==> config.mk <==
export PLATFORM = sky130hd
export DESIGN_NAME = instr_fetch_obi_top
export DESIGN_NICKNAME = d
export VERILOG_FILES = /design/src/logic/obi_fetch_pkg.sv /design/src/logic/obi_integrity_fifo.sv /design/src/logic/instr_obi_adapter.sv /design/src/logic/instr_fetch_obi_top.sv
export SDC_FILE = /design/constraint.sdc
export NUM_CORES = 1
export LEC_CHECK = 0
export ABC_AREA = 0
export BUFFER_PORTS_ARGS = -buffer_cell sky130_fd_sc_hd__buf_4
export CORE_ASPECT_RATIO = 1.75
export CORE_MARGIN = 4
export CORE_UTILIZATION = 42
export DETAILED_ROUTE_END_ITERATION = 7
export PLACE_DENSITY = 0.74
export REMOVE_ABC_BUFFERS = 1
export SKIP_LAST_GASP = 1
export SLEW_MARGIN = 20
export SYNTH_ARGS = -nofsm -noshare
export SYNTH_HDL_FRONTEND = slang
export SYNTH_HIERARCHICAL = 1
export SYNTH_SLANG_ARGS = --single-unit
export TNS_END_PERCENT = 30
==> constraint.sdc <==
create_clock -name clk -period 2.1 [get_ports clk]
set_input_delay 0.105 -clock clk [delete_from_list [all_inputs] [get_ports clk]]
set_output_delay 0.105 -clock clk [all_outputs]
set_load 0.005 [all_outputs]
==> src/logic/obi_fetch_pkg.sv <==
/*
 * Shared widths, reset values and checksum functions for the OBI fetch path.
 * Imported by the adapter, the integrity FIFO and the testbench bus model.
 */
package obi_fetch_pkg;

  ////////////////////////////////
  // Bus widths
  ////////////////////////////////
  parameter int OBI_ADDR_W    = 32;
  parameter int OBI_DATA_W    = 32;
  parameter int OBI_ACHK_W    = 12;
  parameter int OBI_RCHK_W    = 5;
  parameter int OBI_PROT_W    = 3;
  parameter int OBI_MEMTYPE_W = 2;

  // Address phase values after reset
  // Machine mode instruction fetch, non-cacheable, non-bufferable
  parameter logic [OBI_ADDR_W-1:0]    OBI_ADDR_RST    = '0;
  parameter logic [OBI_PROT_W-1:0]    OBI_PROT_RST    = 3'b110;
  parameter logic [OBI_MEMTYPE_W-1:0] OBI_MEMTYPE_RST = 2'b00;

  ////////////////////////////////
  // Checksums
  ////////////////////////////////

  // Address phase checksum for a read-only instruction transfer
  function automatic logic [OBI_ACHK_W-1:0] obi_achk_calc(
    input logic [OBI_ADDR_W-1:0]    addr,
    input logic [OBI_PROT_W-1:0]    prot,
    input logic [OBI_MEMTYPE_W-1:0] memtype,
    input logic                     dbg
  );
    logic [OBI_ACHK_W-1:0] chk;
    // wdata bytes and atop are all zero, so their even parity is zero
    chk[11:7] = 5'b00000;
    chk[6]    = ~^dbg;
    // be = 4'b1111 and we = 0 on every fetch
    chk[5]    = ~^{4'b1111, 1'b0};
    chk[4]    = ~^{prot, memtype};
    chk[3]    = ^addr[31:24];
    chk[2]    = ^addr[23:16];
    chk[1]    = ^addr[15:8];
    // Fetches are word aligned on the bus
    chk[0]    = ^{addr[7:2], 2'b00};
    return chk;
  endfunction

  // Response checksum, one even-parity bit per rdata byte plus err
  function automatic logic [OBI_RCHK_W-1:0] obi_rchk_calc(
    input logic [OBI_DATA_W-1:0] rdata,
    input logic                  err
  );
    return {^err, ^rdata[31:24], ^rdata[23:16], ^rdata[15:8], ^rdata[7:0]};
  endfunction

endpackage

==> src/logic/obi_integrity_fifo.sv <==
/*
 * Tracks each outstanding OBI fetch transfer in order.
 * One entry per granted request holds the integrity attribute and any grant
 * parity error; the head entry is used to qualify the matching response.
 * Also flags responses that arrive with nothing outstanding.
 */
module obi_integrity_fifo import obi_fetch_pkg::*; #(
  parameter int unsigned MAX_OUTSTANDING = 2
) (
  input  logic                  clk,
  input  logic                  rst_n,

  // Grant parity error, live
  input  logic                  gntpar_err_i,

  // Attribute of the request on the address phase
  input  logic                  trans_integrity_i,
  input  logic                  integrity_check_en_i,

  // OBI handshake and response
  input  logic                  obi_req_i,
  input  logic                  obi_gnt_i,
  input  logic                  obi_rvalid_i,
  input  logic [OBI_DATA_W-1:0] obi_rdata_i,
  input  logic                  obi_err_i,
  input  logic [OBI_RCHK_W-1:0] obi_rchk_i,

  // Attributes aligned with the response
  output logic                  gntpar_err_resp_o,
  output logic                  integrity_resp_o,
  output logic                  rchk_err_resp_o,
  output logic                  protocol_err_o
);

  localparam int PTR_W = (MAX_OUTSTANDING > 1) ? $clog2(MAX_OUTSTANDING) : 1;
  localparam int CNT_W = $clog2(MAX_OUTSTANDING + 1);

  // Index of the last entry, pointers wrap here
  localparam logic [PTR_W-1:0] LAST_IDX = PTR_W'(MAX_OUTSTANDING - 1);

  // Entry storage
  logic             integrity_mem  [MAX_OUTSTANDING];
  logic             gntpar_err_mem [MAX_OUTSTANDING];

  logic [PTR_W-1:0] wptr_q;
  logic [PTR_W-1:0] rptr_q;
  logic [CNT_W-1:0] cnt_q;

  // Sticky grant parity error while request waits for grant
  logic             gntpar_pend_q;

  logic             push;
  logic             pop;
  logic             empty;
  logic             head_integrity;
  logic             head_gntpar_err;

  ////////////////////////////////
  // Push and pop
  ////////////////////////////////

  // Transfer accepted on the address phase
  assign push  = obi_req_i && obi_gnt_i;
  assign empty = (cnt_q == '0);
  // Only a response with something outstanding retires an entry
  assign pop   = obi_rvalid_i && !empty;

  always_ff @(posedge clk, negedge rst_n) begin
    if (!rst_n) begin
      wptr_q <= '0;
      rptr_q <= '0;
      cnt_q  <= '0;
    end else begin
      if (push) begin
        wptr_q <= (wptr_q == LAST_IDX) ? '0 : wptr_q + 1'b1;
      end
      if (pop) begin
        rptr_q <= (rptr_q == LAST_IDX) ? '0 : rptr_q + 1'b1;
      end
      // Simultaneous push and pop leaves the count unchanged
      case ({push, pop})
        2'b10:   cnt_q <= cnt_q + 1'b1;
        2'b01:   cnt_q <= cnt_q - 1'b1;
        default: cnt_q <= cnt_q;
      endcase
    end
  end

  // Collect grant parity errors seen during a pending request
  always_ff @(posedge clk, negedge rst_n) begin
    if (!rst_n) begin
      gntpar_pend_q <= 1'b0;
    end else if (push) begin
      gntpar_pend_q <= 1'b0;
    end else if (obi_req_i && gntpar_err_i) begin
      gntpar_pend_q <= 1'b1;
    end
  end

  // Entry write
  always_ff @(posedge clk) begin
    if (push) begin
      integrity_mem[wptr_q]  <= trans_integrity_i;
      // Includes an error in the grant cycle itself
      gntpar_err_mem[wptr_q] <= gntpar_err_i || gntpar_pend_q;
    end
  end

  ////////////////////////////////
  // Response side
  ////////////////////////////////

  // Head entry, masked when nothing is outstanding
  assign head_integrity  = !empty && integrity_mem[rptr_q];
  assign head_gntpar_err = !empty && gntpar_err_mem[rptr_q];

  assign integrity_resp_o  = head_integrity;
  assign gntpar_err_resp_o = head_gntpar_err;

  // Checksum only checked for transfers to integrity-protected memory
  assign rchk_err_resp_o = obi_rvalid_i && head_integrity && integrity_check_en_i &&
                           (obi_rchk_i != obi_rchk_calc(obi_rdata_i, obi_err_i));

  // Response with no transfer outstanding
  assign protocol_err_o = obi_rvalid_i && empty;

endmodule

==> src/logic/instr_obi_adapter.sv <==
/*
 * Instruction fetch to OBI adapter.
 * Passes fetch requests onto the OBI address phase and holds them stable
 * while grant is withheld. Generates achk and reqpar, passes responses
 * straight back and collects bus integrity and protocol errors.
 */
module instr_obi_adapter import obi_fetch_pkg::*; #(
  parameter int unsigned MAX_OUTSTANDING = 2
) (
  input  logic                     clk,
  input  logic                     rst_n,

  input  logic                     integrity_check_en_i,

  // Fetch request
  input  logic                     trans_valid_i,
  output logic                     trans_ready_o,
  input  logic [OBI_ADDR_W-1:0]    trans_addr_i,
  input  logic [OBI_PROT_W-1:0]    trans_prot_i,
  input  logic [OBI_MEMTYPE_W-1:0] trans_memtype_i,
  input  logic                     trans_dbg_i,
  input  logic                     trans_integrity_i,

  // Fetch response, consumer always ready
  output logic                     resp_valid_o,
  output logic [OBI_DATA_W-1:0]    resp_rdata_o,
  output logic                     resp_err_o,
  output logic                     resp_integrity_o,
  output logic                     resp_integrity_err_o,

  // OBI address phase
  output logic                     obi_req_o,
  output logic                     obi_reqpar_o,
  output logic [OBI_ADDR_W-1:0]    obi_addr_o,
  output logic [OBI_PROT_W-1:0]    obi_prot_o,
  output logic [OBI_MEMTYPE_W-1:0] obi_memtype_o,
  output logic                     obi_dbg_o,
  output logic [OBI_ACHK_W-1:0]    obi_achk_o,
  input  logic                     obi_gnt_i,
  input  logic                     obi_gntpar_i,

  // OBI response phase
  input  logic                     obi_rvalid_i,
  input  logic                     obi_rvalidpar_i,
  input  logic [OBI_DATA_W-1:0]    obi_rdata_i,
  input  logic                     obi_err_i,
  input  logic [OBI_RCHK_W-1:0]    obi_rchk_i,

  // Error outputs
  output logic                     integrity_err_o,
  output logic                     protocol_err_o
);

  localparam logic ST_TRANSPARENT = 1'b0;
  localparam logic ST_REGISTERED  = 1'b1;

  logic                     state_q;
  logic                     state_d;
  logic                     capture;

  // Address phase held while waiting for grant
  logic [OBI_ADDR_W-1:0]    addr_q;
  logic [OBI_PROT_W-1:0]    prot_q;
  logic [OBI_MEMTYPE_W-1:0] memtype_q;
  logic                     dbg_q;
  logic                     integrity_q;
  logic                     obi_integrity;

  logic                     gntpar_err;
  logic                     rvalidpar_err;
  logic                     gntpar_err_resp;
  logic                     integrity_resp;
  logic                     rchk_err_resp;

  ////////////////////////////////
  // Address phase FSM
  ////////////////////////////////

  // Leave transparent on an ungranted request, return on grant
  always_comb begin
    state_d = state_q;
    case (state_q)
      ST_TRANSPARENT: if (obi_req_o && !obi_gnt_i) state_d = ST_REGISTERED;
      ST_REGISTERED:  if (obi_gnt_i) state_d = ST_TRANSPARENT;
      default:        state_d = ST_TRANSPARENT;
    endcase
  end

  assign capture = (state_q == ST_TRANSPARENT) && (state_d == ST_REGISTERED);

  always_ff @(posedge clk, negedge rst_n) begin
    if (!rst_n) begin
      state_q     <= ST_TRANSPARENT;
      addr_q      <= OBI_ADDR_RST;
      prot_q      <= OBI_PROT_RST;
      memtype_q   <= OBI_MEMTYPE_RST;
      dbg_q       <= 1'b0;
      integrity_q <= 1'b0;
    end else begin
      state_q <= state_d;
      if (capture) begin
        addr_q      <= trans_addr_i;
        prot_q      <= trans_prot_i;
        memtype_q   <= trans_memtype_i;
        dbg_q       <= trans_dbg_i;
        integrity_q <= trans_integrity_i;
      end
    end
  end

  // Live request in transparent state, held copy otherwise
  always_comb begin
    if (state_q == ST_TRANSPARENT) begin
      obi_req_o     = trans_valid_i;
      obi_addr_o    = trans_addr_i;
      obi_prot_o    = trans_prot_i;
      obi_memtype_o = trans_memtype_i;
      obi_dbg_o     = trans_dbg_i;
      obi_integrity = trans_integrity_i;
    end else begin
      // Request is never retracted
      obi_req_o     = 1'b1;
      obi_addr_o    = addr_q;
      obi_prot_o    = prot_q;
      obi_memtype_o = memtype_q;
      obi_dbg_o     = dbg_q;
      obi_integrity = integrity_q;
    end
  end

  assign obi_achk_o    = obi_achk_calc(obi_addr_o, obi_prot_o, obi_memtype_o, obi_dbg_o);
  assign obi_reqpar_o  = !obi_req_o;
  // No new request accepted while one is held
  assign trans_ready_o = (state_q == ST_TRANSPARENT);

  ////////////////////////////////
  // Response and integrity
  ////////////////////////////////

  // Parity lines must be the inverse of their strobes
  assign gntpar_err    = (obi_gnt_i == obi_gntpar_i);
  assign rvalidpar_err = (obi_rvalid_i == obi_rvalidpar_i);

  obi_integrity_fifo #(
    .MAX_OUTSTANDING (MAX_OUTSTANDING)
  ) i_integrity_fifo (
    .clk                  (clk),
    .rst_n                (rst_n),
    .gntpar_err_i         (gntpar_err),
    .trans_integrity_i    (obi_integrity),
    .integrity_check_en_i (integrity_check_en_i),
    .obi_req_i            (obi_req_o),
    .obi_gnt_i            (obi_gnt_i),
    .obi_rvalid_i         (obi_rvalid_i),
    .obi_rdata_i          (obi_rdata_i),
    .obi_err_i            (obi_err_i),
    .obi_rchk_i           (obi_rchk_i),
    .gntpar_err_resp_o    (gntpar_err_resp),
    .integrity_resp_o     (integrity_resp),
    .rchk_err_resp_o      (rchk_err_resp),
    .protocol_err_o       (protocol_err_o)
  );

  // Response passes straight through
  assign resp_valid_o         = obi_rvalid_i;
  assign resp_rdata_o         = obi_rdata_i;
  assign resp_err_o           = obi_err_i;
  assign resp_integrity_o     = obi_rvalid_i && integrity_resp;
  assign resp_integrity_err_o = obi_rvalid_i && (rvalidpar_err || gntpar_err_resp ||
                                                 rchk_err_resp);

  // Immediate error, not tied to any response
  assign integrity_err_o = rchk_err_resp || rvalidpar_err || gntpar_err;

endmodule

==> src/logic/instr_fetch_obi_top.sv <==
/*
 * Top level of the instruction fetch OBI adapter.
 * Exposes the fetch port and the OBI bus as loose ports and sets the
 * outstanding transfer depth for the adapter below.
 */
module instr_fetch_obi_top import obi_fetch_pkg::*; #(
  parameter int unsigned MAX_OUTSTANDING = 2
) (
  input  logic                     clk,
  input  logic                     rst_n,
  input  logic                     integrity_check_en_i,

  // Fetch side
  input  logic                     trans_valid_i,
  output logic                     trans_ready_o,
  input  logic [OBI_ADDR_W-1:0]    trans_addr_i,
  input  logic [OBI_PROT_W-1:0]    trans_prot_i,
  input  logic [OBI_MEMTYPE_W-1:0] trans_memtype_i,
  input  logic                     trans_dbg_i,
  input  logic                     trans_integrity_i,
  output logic                     resp_valid_o,
  output logic [OBI_DATA_W-1:0]    resp_rdata_o,
  output logic                     resp_err_o,
  output logic                     resp_integrity_o,
  output logic                     resp_integrity_err_o,

  // OBI bus
  output logic                     obi_req_o,
  output logic                     obi_reqpar_o,
  output logic [OBI_ADDR_W-1:0]    obi_addr_o,
  output logic [OBI_PROT_W-1:0]    obi_prot_o,
  output logic [OBI_MEMTYPE_W-1:0] obi_memtype_o,
  output logic                     obi_dbg_o,
  output logic [OBI_ACHK_W-1:0]    obi_achk_o,
  input  logic                     obi_gnt_i,
  input  logic                     obi_gntpar_i,
  input  logic                     obi_rvalid_i,
  input  logic                     obi_rvalidpar_i,
  input  logic [OBI_DATA_W-1:0]    obi_rdata_i,
  input  logic                     obi_err_i,
  input  logic [OBI_RCHK_W-1:0]    obi_rchk_i,

  // Errors
  output logic                     integrity_err_o,
  output logic                     protocol_err_o
);

  instr_obi_adapter #(
    .MAX_OUTSTANDING (MAX_OUTSTANDING)
  ) i_adapter (
    .clk                  (clk),
    .rst_n                (rst_n),
    .integrity_check_en_i (integrity_check_en_i),
    .trans_valid_i        (trans_valid_i),
    .trans_ready_o        (trans_ready_o),
    .trans_addr_i         (trans_addr_i),
    .trans_prot_i         (trans_prot_i),
    .trans_memtype_i      (trans_memtype_i),
    .trans_dbg_i          (trans_dbg_i),
    .trans_integrity_i    (trans_integrity_i),
    .resp_valid_o         (resp_valid_o),
    .resp_rdata_o         (resp_rdata_o),
    .resp_err_o           (resp_err_o),
    .resp_integrity_o     (resp_integrity_o),
    .resp_integrity_err_o (resp_integrity_err_o),
    .obi_req_o            (obi_req_o),
    .obi_reqpar_o         (obi_reqpar_o),
    .obi_addr_o           (obi_addr_o),
    .obi_prot_o           (obi_prot_o),
    .obi_memtype_o        (obi_memtype_o),
    .obi_dbg_o            (obi_dbg_o),
    .obi_achk_o           (obi_achk_o),
    .obi_gnt_i            (obi_gnt_i),
    .obi_gntpar_i         (obi_gntpar_i),
    .obi_rvalid_i         (obi_rvalid_i),
    .obi_rvalidpar_i      (obi_rvalidpar_i),
    .obi_rdata_i          (obi_rdata_i),
    .obi_err_i            (obi_err_i),
    .obi_rchk_i           (obi_rchk_i),
    .integrity_err_o      (integrity_err_o),
    .protocol_err_o       (protocol_err_o)
  );

endmodule

======== Yosys cells after proc, flatten, opt, wreduce, memory -nomap -nowiden ========
Memories as Yosys holds them, arrays and structs flattened.
Cells that the tools add are included.
cells by class
  add/sub/neg operators ................... 4
  equality and inequality tests ........... 5
  mux-type cells .......................... 16
  bitwise gates (word level) .............. 2
  reductions and logical operators ........ 32
operators by type and width
  kind                                                                number
  8-bit XOR reduction                                                 8
  32-bit 2-to-1 mux                                                   1
  1-bit logical AND                                                   12
  1-bit 2-to-1 mux                                                    11
  1-bit logical OR                                                    5
  5-bit inequality test                                               1
  5-bit XNOR reduction                                                1
  2-bit case mux with 2 select lines                                  1
  2-bit nonzero test                                                  2
  1-bit zero test                                                     3
  3-bit 2-to-1 mux                                                    1
  1-bit adder, second input constant                                  2
  2-bit by 1-bit adder with 2-bit output, second input constant       1
  1-bit == test                                                       2
  2-bit by 1-bit == test with 1-bit output, second input constant     1
  2-bit == test, second input constant                                1
  2-bit zero test                                                     1
  2-bit 2-to-1 mux                                                    1
  1-bit NOT                                                           2
  1-bit case mux with 2 select lines                                  1
  2-bit by 1-bit subtractor with 2-bit output, second input constant  1
word-level totals
  register bits after elaboration ......... 45
  bits in writable memories ............... 4
  output and inout bits ................... 91
  logic and storage cells ................. 71
  memories kept ........................... 2
memories
  memory                                     words  bits a word  read ports  clocked after memory_dff  wr ports  RTL line                  source
  i_adapter.i_integrity_fifo.gntpar_err_mem  2      1            1           0                         1         obi_integrity_fifo.sv:43  logic gntpar_err_mem [MAX_OUTSTANDING];
  i_adapter.i_integrity_fifo.integrity_mem   2      1            1           0                         1         obi_integrity_fifo.sv:42  logic integrity_mem [MAX_OUTSTANDING];

======== Logic depth before layout (Yosys ltp) ========
Gate-level depths: netlist (run 1).
  depth after elaboration ................. 8
  depth in mapped cells ................... 11
  gate-level depth less buffers ........... 7

======== By module ========
The synthesis (run 1) kept the hierarchy.
modules (own cells, without submodules)
  module              times used  cells an instance  area an instance (sq um)
  instr_obi_adapter   1           216                2,819.0
  obi_integrity_fifo  1           62                 700.7

======== Worst setup path after synthesis (run 1) ========
OpenSTA, ideal clock, no wires.
  kind .................................... reg-to-reg
  start ................................... register i_adapter.state_q
  end ..................................... register i_adapter.i_integrity_fifo.cnt_q[1]
  setup time .............................. 79 ps
  data arrival time ....................... 1,891 ps
  data required time ...................... 2,021 ps
  slack ................................... 130 ps
  stages on the path, launching flop included .. 11
  buffers on the path ..................... 4
  clock period less this slack ............ 1,970 ps
  cells stage by stage .................... dfrtp_1 -> buf_6 -> buf_12 -> buf_6 -> buf_2 -> nor2_1 -> inv_1 -> nand2_1 -> ha_1 -> nor2_1 -> xor2_1
between the ends
  longest elaborated chain between the ends .. 4
  elaborated cells between the ends (all ways) .. 6
  classes of those cells .................. eq/ne: 2; mux: 2; reduce/logical: 2
ends and longest elaborated chain
  item                                                                       RTL line                   source
  start, declared                                                            instr_obi_adapter.sv:57    logic state_q;
  start signal, assigned                                                     instr_obi_adapter.sv:100   state_q <= state_d;
  1-bit 2-to-1 mux *                                                         instr_obi_adapter.sv:113   if (state_q == ST_TRANSPARENT) begin
  via obi_req_o                                                              instr_fetch_obi_top.sv:28  output logic obi_req_o,
  1-bit logical AND *                                                        obi_integrity_fifo.sv:63   assign push = obi_req_i && obi_gnt_i;
  2-bit by 1-bit == test with 1-bit output or 2-bit == test (tied branches)  obi_integrity_fifo.sv:81   case ({push, pop})
  2-bit case mux with 2 select lines or 2-bit nonzero test (tied branches)   -
  end signal, assigned                                                       obi_integrity_fifo.sv:82   2'b10: cnt_q <= cnt_q + 1'b1;
  end signal, assigned                                                       obi_integrity_fifo.sv:83   2'b01: cnt_q <= cnt_q - 1'b1;
  end signal, assigned                                                       obi_integrity_fifo.sv:84   default: cnt_q <= cnt_q;
  end, declared                                                              obi_integrity_fifo.sv:47   logic [CNT_W-1:0] cnt_q;
The timed path passes the listed nets; every way through them passes the cells marked *.
A chain may end at the register's enable or synchronous reset.

======== Final worst setup path (run 1) ========
  start ................................... input port obi_rdata_i[10]
  end ..................................... output port integrity_err_o
between the ends
  longest elaborated chain between the ends .. 5
ends and longest elaborated chain
  item                           RTL line                   source
  start, declared                instr_fetch_obi_top.sv:39  input logic [OBI_DATA_W-1:0] obi_rdata_i,
  8-bit XOR reduction            obi_fetch_pkg.sv:54        return {^err, ^rdata[31:24], ^rdata[23:16], ^rdata[15:8], ^rdata[7:0]};
  5-bit inequality test          obi_integrity_fifo.sv:122  (obi_rchk_i != obi_rchk_calc(obi_rdata_i, obi_err_i));
  1-bit logical AND              obi_integrity_fifo.sv:121  assign rchk_err_resp_o = obi_rvalid_i && head_integrity && integrity_check_en_i &&
  via i_adapter.rchk_err_resp    instr_obi_adapter.sv:73    logic rchk_err_resp;
  1-bit logical OR (2 in a row)  instr_obi_adapter.sv:173   assign integrity_err_o = rchk_err_resp || rvalidpar_err || gntpar_err;
  end, declared                  instr_fetch_obi_top.sv:44  output logic integrity_err_o,
The timed path passes the listed nets, and every way through them passes these cells.

==> results of run 1 <==
## layout make-up
type / count / area share
repair buffers: 176 / 0.2878
clock inverters: 2 / 0.002091
well taps: 90 / 0.02352
multi-input cells: 181 / 0.3952
clock buffers: 6 / 0.02692
flip-flops and latches: 49 / 0.2611
inverters: 3 / 0.003398
## cell families (layout without fill, tap and decap cells)
group | after synthesis | in the layout
flip-flops | 49 | 49
buffers and inverters | 52 | 187
AND/OR/NAND/NOR | 17 | 17
adder cells (fa/ha/maj) | 1 | 1
multiplexers | 86 | 86
AO/OA/AOI/OAI | 4 | 4
other | 2 | 6
XOR/XNOR | 67 | 67
## flip-flops by register name, summed over array words and instances (netlist names)
| register | cells |
|---|---|
| i_adapter/addr_q | 32 |
| i_adapter/prot_q | 3 |
| i_adapter/i_integrity_fifo/cnt_q | 2 |
| i_adapter/i_integrity_fifo/gntpar_err_mem | 2 |
| i_adapter/i_integrity_fifo/integrity_mem | 2 |
| i_adapter/memtype_q | 2 |
| i_adapter/dbg_q | 1 |
| i_adapter/i_integrity_fifo/gntpar_pend_q | 1 |
| i_adapter/i_integrity_fifo/rptr_q | 1 |
| i_adapter/i_integrity_fifo/wptr_q | 1 |
| i_adapter/integrity_q | 1 |
| i_adapter/state_q | 1 |
## worst min-delay path by stage
stage | startpoint | to | depth (start not counted)
floorplan | rst_n | i_adapter/addr_q[0] | 0
global placement | rst_n | i_adapter/addr_q[16] | 1
detailed placement | rst_n | i_adapter/addr_q[16] | 1
CTS | obi_gnt_i | i_adapter/state_q | 2
global route | trans_addr_i[30] | i_adapter/addr_q[30] | 2
finish | obi_gnt_i | i_adapter/state_q | 2
## layer usage
metal	wire length, microns	global-route usage	up-vias
met2	4560	0.3123	128
met3	879	0.06189	7
met5	0	0	-
met4	110	0.05031	0
met1	2564	0.1520	1175
li1	-	-	1167
## Yosys cell counts (2+ instances only)
cell      number
mux2_2        68
buf_4         43
dfrtp_1       43
xnor2_1       30
xor2_1        25
mux2i_1        9
mux2_4         7
nor2_1         7
xnor3_1        6
buf_6          4
edfxtp_1       4
a21oi_1        3
xor2_2         3
and2_1         2
conb_1         2
dfstp_2        2
inv_1          2
mux2_1         2
xor3_1         2
## power by group
group          leakage, nW  switching [mW]  internal [mW]
clock network       0.0706           0.326          0.437
logic                 1.67           0.547           1.00
registers            0.563           0.127           1.17
## per-stage QoR
step	setup WS, ps	TNS [ps]	std cells	utilization
floorplan	-615.2	-26660	233	-
global placement	-4.562	-4.562	496	0.5674
detailed placement	-32.39	-32.39	496	0.5674
CTS	-26.48	-26.56	507	0.5932
global route	-85.64	-289.9	507	0.5932
finish	15.09	0	507	0.5932
## layout by cell type (no fill, tap or decap), types with 2 or more instances in the layout
| cell type | Yosys | routed |
|---|---|---|
| dfstp_2 | 2 | 2 |
| inv_1 | 2 | 2 |
| dfrtp_1 | 43 | 42 |
| nor2_1 | 7 | 7 |
| xnor3_1 | 6 | 6 |
| buf_4 | 43 | 171 |
| edfxtp_1 | 4 | 4 |
| mux2i_2 | 0 | 2 |
| xor2_2 | 3 | 3 |
| a21oi_1 | 3 | 3 |
| mux2i_1 | 9 | 7 |
| xor2_1 | 25 | 25 |
| mux2_1 | 2 | 2 |
| xor3_1 | 2 | 2 |
| clkbuf_16 | 0 | 5 |
| xnor2_1 | 30 | 29 |
| and2_1 | 2 | 2 |
| mux2_2 | 68 | 68 |
| mux2_4 | 7 | 7 |
| buf_12 | 1 | 2 |
| conb_1 | 2 | 6 |
| clkinv_2 | 0 | 2 |
## what timing repair did
action,in CTS,in global routing
endpoints found under the setup margin,3,6
setup buffers,1,0
hold endpoints to repair,43,0
hold buffers,1,0
pin swaps,1,0
gates resized for setup,4,0
cloned,1,0
==> results.cfg, run 1 <==
[status]
status = finished clean

[critical_path]
worstPathRequired_ps = 2000
crit_fanout = 2
rrSetupSlack_ps = 150
critPathArrivalTime_ps = 1980
critPathKind = in2out
crit_path_start = obi_rdata_i[10]
crit_path_end_kind = primary output
cpPeakStageDelay_ps = 450
path_depth = 8
worst_setup_path_start_kind = input pin
r2r_cells = 8
path_delay_family = XOR/XNOR gates
reg2reg_to = i_adapter/i_integrity_fifo/cnt_q[1]
cp_cell_sequence = buf_4 > xnor2_1 > xnor3_2 > xnor2_1 > nor4_1 > a21oi_1 > or3_1 > buf_4
critical_path.endpoint = integrity_err_o
path_buf_inv = 2
crit_slowest_cell = xnor3_2
r2r-start = i_adapter/state_q

[floorplanning]
ios = 176
dieWidth_microns = 77.20
core-area_sq_um = 8070
initial_core_util = 0.4361
fp.dieH_microns = 129.1
dieArea_sq_um = 9967
row_count = 43

[timing]
fin_crit_ps = 2085
slew_viol_final = 0
whs_ps = 41.92
slew_headroom = 0.6061
hold_viol = 0
rsz0062_at_grt = true
timing.fmax_mhz = 479.6
setup_viol = 0
worst_slew_pin_slew_ps = 590.9
finalClockSkew_ps = 3.235
fin_crit_sh = 0.9928

[cells_and_area]
final-seq-area_sq_um = 1250
area_growth_pct = 36.01
fin_nets = 502
diodes = 0
multi_input_area_sq_um = 1892
finalInstanceArea_sq_um = 4787
drive_gt1_frac = 0.6475
n_fill_cell = 693

[drt]
drc_errors = 0
wl_mm = 8.114
vias = 2477
antenna_left = 0
firstDrtPassIters = 4
drt_iter0_drc = 59
wl_per_cell_microns = 16.00
viasPerCell = 4.886

[placement]
hpwl_mm = 6.460
postPlaceCellArea_sq_um = 4579
port_buffers = 169
gp_congestion = 0.7635

[job]
maxCapViolations = 0

[yosys]
synthMuxAreaShare = 0.2794
syn_inst = 278
seq_area_frac_synth = 0.3548
yosys.area_share.simple = 0.02773
synth_compound_area_frac = 0.006754
synthTopCellsByArea = dfrtp_1, mux2_2, buf_4
ys_ff_latch = 49
ys_async_sr_fraction = 0.9184
synth_cell_types = 33
synth_area_sq_um = 3520
synth_xor_xnor_area_share = 0.2094
yosys.area.top_type = dfrtp_1
synthDominantCellAreaShare = 0.3057
yosys_warnings = 6
synthAdderAreaFrac = 0.003555
synth_top_family_by_area = multiplexers
synth_ff_type = dfrtp_1
synth_edf_count = 4
syn-mean-instance-area_sq_um = 12.66

[grt]
grt_max_degree = 46
grt_pass1_vias = 2601
grt_usage = 0.1605
grt_pass1_wl_mm = 12.52
antenna_found_initial = 0
gr-total-overflow = 0

[clocking]
cts.sinks = 49
cts-root-buf = clkbuf_16
cts_buffers = 5
cts_tree = built
cts_max_level = 2
path_clk_slew_ps = 60
clock_path_buffers = 2
clock_latency_ps = 280

[power_and_ir_drop]
ir_drop_mv = 0.4878
total_power_mw = 3.605
p_per_area_nw_per_um2 = 753.1
power.leakage_nw = 2.300

[min_path]
hp-class = in2reg
(Power assumes the default switching activity.)
==> run 2: changes to the inputs <==
--- a/config.mk
+++ b/config.mk
@@ -12,6 +12,7 @@
 export CORE_UTILIZATION = 42
 export DETAILED_ROUTE_END_ITERATION = 7
 export PLACE_DENSITY = 0.74
+export RECOVER_POWER = 50
 export REMOVE_ABC_BUFFERS = 1
 export SKIP_LAST_GASP = 1
 export SLEW_MARGIN = 20
==> results.cfg, run 2 (same netlist as run 1, synthesis figures left out) <==
[status]
status = finished clean

[power_and_ir_drop]
total_power_mw = 3.595
p_per_area_nw_per_um2 = 755.5
power.leakage_nw = 2.267
ir_drop_mv = 0.4868

[cells_and_area]
mostFrequentLayoutCell = buf_4
diodes = 0
finish.utilization = 0.5896
top_regs = i_adapter/addr_q x32, i_adapter/prot_q x3
layout.cells.most_common_list = buf_4, mux2_2, dfrtp_1
fin_nets = 502
drive_gt1_frac = 0.6307
area_growth_pct = 35.19
n_fill_cell = 704
final_cells = 507
largest_register_ffs = 32
regMostFlops = i_adapter/addr_q
finalInstanceArea_sq_um = 4758
final-seq-area_sq_um = 1250
multi_input_area_sq_um = 1892

[job]
maxCapViolations = 0

[timing]
slew_viol_final = 0
timing.fmax_mhz = 477.4
fin_crit_ps = 2095
hold_viol = 0
slew_headroom = 0.2380
whs_ps = 41.92
worst_slew_pin_slew_ps = 1143
setup_viol = 0
rsz0062_at_grt = true
fin_crit_sh = 0.9975
finalClockSkew_ps = 3.235

[floorplanning]
ios = 176
fp.dieH_microns = 129.1
dieWidth_microns = 77.20
core-area_sq_um = 8070
dieArea_sq_um = 9967
row_count = 43
initial_core_util = 0.4361

[drt]
drt_iter0_drc = 64
wl_met3_microns = 858
wl_per_cell_microns = 15.94
antenna_left = 0
highest_layer = met4
wl_mm = 8.084
firstDrtPassIters = 4
drc_errors = 0
routed-wl-met2_mm = 4.562
wl_met1_mm = 2.553
vias = 2482
viasPerCell = 4.895

[grt]
gr-total-overflow = 0
grt_usage = 0.1605
antenna_found_initial = 0
grt_pass1_vias = 2601
grt_max_degree = 46
grt_pass1_wl_mm = 12.52

[placement]
port_buffers = 169
gp_congestion = 0.7635
postPlaceCellArea_sq_um = 4579
hpwl_mm = 6.460
dp.cells = 496

[clocking]
clock_latency_ps = 280
cts_buffers = 5
path_clk_slew_ps = 60
cts.sinks = 49
cts-root-buf = clkbuf_16
cts_tree = built
clock_path_buffers = 2
cts_max_level = 2

[critical_path]
crit_fanout = 2
critPathArrivalTime_ps = 1990
worstPathRequired_ps = 2000
worst_setup_path_start_kind = input pin
critPathKind = in2out
crit_path_end_kind = primary output

[min_path]
hp-class = in2reg
run 2: cell types whose count changed in the layout (fill, tap and decap cells not counted), sizes merged:
| cell | delta |
|---|---|
| buf | -35 |
| clkbuf | +35 |
run 2: path summary, 6_finish.rpt:
check                                                    start                                  end  slack [ps]  cells after the start
setup / recovery                               obi_rdata_i[10]                      integrity_err_o           5                      8
hold / removal                                       obi_gnt_i                    i_adapter/state_q          40                      2
setup reg to reg                             i_adapter/state_q  i_adapter/i_integrity_fifo/cnt_q[1]         150                      8
hold reg to reg            i_adapter/i_integrity_fifo/cnt_q[1]  i_adapter/i_integrity_fifo/cnt_q[1]         470                      1
max in group asynchronous                                rst_n                    i_adapter/state_q         750                      2
min in group asynchronous                                rst_n                 i_adapter/addr_q[16]         580                      2
run 2: what timing repair did:
item	CTS	global route
hold buffers	1	0
endpoints found under the setup margin	3	6
gates cloned	1	0
hold endpoints to repair	43	0
resized for setup	4	0
buffers inserted	1	0
pin swaps	1	0
run 2: power breakdown:
group	switching, mW	internal (mW)
sequential	0.128	1.17
combinational	0.546	0.991
clock	0.326	0.437
run 2: per-layer routing:
| layer | global-route usage | vias up |
|---|---|---|
| met4 | 0.05031 | 0 |
| li1 | - | 1167 |
| met2 | 0.3123 | 128 |
| met1 | 0.1520 | 1180 |
| met3 | 0.06189 | 7 |
| met5 | 0 | - |
run 2: per-stage QoR:
step           setup WS [ps]  setup TNS [ps]
6_report               5.258               0
3_5_place_dp          -32.39          -32.39
3_3_place_gp          -4.562          -4.562
2_1_floorplan         -615.2          -26660
4_1_cts               -26.48          -26.56
5_1_grt               -85.64          -289.7
run 2: worst max-delay path, cell delays in order:
cell and delay, ps:
buf_4 120, xnor2_1 190, xnor3_2 450, xnor2_1 130, nor4_1 290, a21oi_1 130, or3_1 420, buf_4 160
run 2: layout make-up:
type,instances,area share
multi-input cells,181,0.3976
repair buffers,176,0.2835
flip-flops and latches,49,0.2627
clock buffers,6,0.02708
well taps,90,0.02367
inverters,3,0.003418
clock inverters,2,0.002104
==> run 3: changes to the inputs <==
--- a/config.mk
+++ b/config.mk
@@ -14,6 +14,7 @@
 export PLACE_DENSITY = 0.74
 export RECOVER_POWER = 50
 export REMOVE_ABC_BUFFERS = 1
+export SETUP_SLACK_MARGIN = 0.2
 export SKIP_LAST_GASP = 1
 export SLEW_MARGIN = 20
 export SYNTH_ARGS = -nofsm -noshare
==> results.cfg, run 3 (same netlist as run 1, synthesis figures left out) <==
[timing]
fin_crit_sh = 0.9768
hold_viol = 0
timing.fmax_mhz = 487.5
finalWorstSetupSlack_ps = 48.71
finalClockSkew_ps = 2.973
whs_ps = 43.68
fin_setup_tns_ps = 0
rsz0062_at_grt = true
slew_viol_final = 0
fin_crit_ps = 2051
slew_headroom = 0.2379
setup_viol = 0
worst_slew_pin_slew_ps = 1143

[floorplanning]
row_count = 43
initial_core_util = 0.4361
ios = 176
dieArea_sq_um = 9967
core-area_sq_um = 8070
dieWidth_microns = 77.20
fp.dieH_microns = 129.1

[cells_and_area]
fin_nets = 506
top_regs = i_adapter/addr_q x32, i_adapter/prot_q x3
mostFrequentLayoutCell = buf_4
layout.cells.most_common_list = buf_4, mux2_2, dfrtp_1
diodes = 0
regMostFlops = i_adapter/addr_q
largest_register_ffs = 32
n_fill_cell = 685
finalInstanceArea_sq_um = 4887
area_growth_pct = 38.86
drive_gt1_frac = 0.6556

[grt]
antenna_found_initial = 0
grt_pass1_vias = 2604
gr-total-overflow = 0
grt_max_degree = 46
grt_pass1_wl_mm = 12.57
grt_usage = 0.1614

[power_and_ir_drop]
ir_drop_mv = 0.4895
power.leakage_nw = 2.320
p_per_area_nw_per_um2 = 748.4

[drt]
wl_mm = 8.195
drc_errors = 0
wl_per_cell_microns = 16.04
firstDrtPassIters = 4
drt_iter0_drc = 51
antenna_left = 0
vias = 2496
viasPerCell = 4.885

[critical_path]
crit_slowest_cell = dfrtp_2
cpPeakStageDelay_ps = 400
worstPathRequired_ps = 2000
critPathArrivalTime_ps = 1950
worst_setup_path_start_kind = register
critPathKind = reg2out
cpMostUsedCell = xor3_1
crit_fanout = 9
cp_cell_sequence = buf_12 > mux2_2 > xor2_1 > xor3_1 > xor3_1 > buf_4
crit_path_end_kind = primary output

[placement]
gp_congestion = 0.7635
hpwl_mm = 6.460
dpl_worst_slack_ps = -32.39
postPlaceCellArea_sq_um = 4579
port_buffers = 169

[status]
status = finished clean

[clocking]
cts.sinks = 49
cts_buffers = 5
cts-root-buf = clkbuf_16
clock_path_buffers = 2
cts_max_level = 2
cts_tree = built
clock_latency_ps = 280
path_clk_slew_ps = 60

[job]
maxCapViolations = 0

[min_path]
hp-class = in2reg
-- run 3: cell types whose count changed in the layout (fill, tap and decap cells not counted), sizes merged --
cell	delta
buf	+4
-- run 3: power by group --
group / internal [mW] / switching (mW)
logic: 1.03 / 0.571
registers: 1.17 / 0.127
clock network: 0.437 / 0.327
-- run 3: cell type report --
type / count / area [sq um] / area share
clock inverter: 2 / 10.01 / 0.002048
multi-input combinational: 181 / 1973 / 0.4037
tap: 90 / 112.6 / 0.02304
timing repair buffer: 180 / 1394 / 0.2852
inverter: 3 / 18.77 / 0.003840
sequential: 49 / 1250 / 0.2558
clock buffer: 6 / 128.9 / 0.02637
-- run 3: critical path, delay by kind of cell (launching register included) --
kind / cells / cell delay (ps)
xor gates and xnor gates: 3 / 600
buffers and inverters: 2 / 300
DFF: 1 / 400
muxes: 1 / 350
-- run 3: per-stage QoR --
step	utilization	std cells	power [mW]
3_3_place_gp	0.5674	496	2.825
2_1_floorplan	-	233	2.171
4_1_cts	0.5991	509	3.702
6_report	0.6056	511	3.657
3_5_place_dp	0.5674	496	2.857
5_1_grt	0.6056	511	3.910
-- run 3: path summary, 6_finish.rpt --
check	start	depth (start not counted)	to	slack, ps
hold / removal	trans_addr_i[30]	2	i_adapter/addr_q[30]	40
min in group asynchronous	rst_n	2	i_adapter/addr_q[16]	580
setup / recovery	i_adapter/state_q	6	obi_achk_o[0]	50
max in group asynchronous	rst_n	2	i_adapter/state_q	750
setup reg to reg	i_adapter/state_q	9	i_adapter/i_integrity_fifo/cnt_q[1]	80
hold reg to reg	i_adapter/i_integrity_fifo/cnt_q[1]	1	i_adapter/i_integrity_fifo/cnt_q[1]	470
-- run 3: per-layer routing --
| metal | part of all wire | wire (microns) | GRT usage | vias up |
|---|---|---|---|---|
| li1 | - | - | - | 1178 |
| met1 | 0.32 | 2603 | 0.1534 | 1183 |
| met2 | 0.57 | 4645 | 0.3143 | 128 |
| met3 | 0.10 | 839 | 0.06120 | 7 |
| met4 | 0.013 | 106 | 0.05031 | 0 |
| met5 | 0 | 0 | 0 | - |
-- run 3: timing repair --
action | in CTS | in global routing
pin swaps | 1 | 6
setup endpoints to repair | 7 | 30
endpoints found under the hold margin | 43 | 0
gates cloned | 1 | 0
hold buffers | 1 | 0
buffers inserted | 3 | 2
resized for setup | 9 | 15
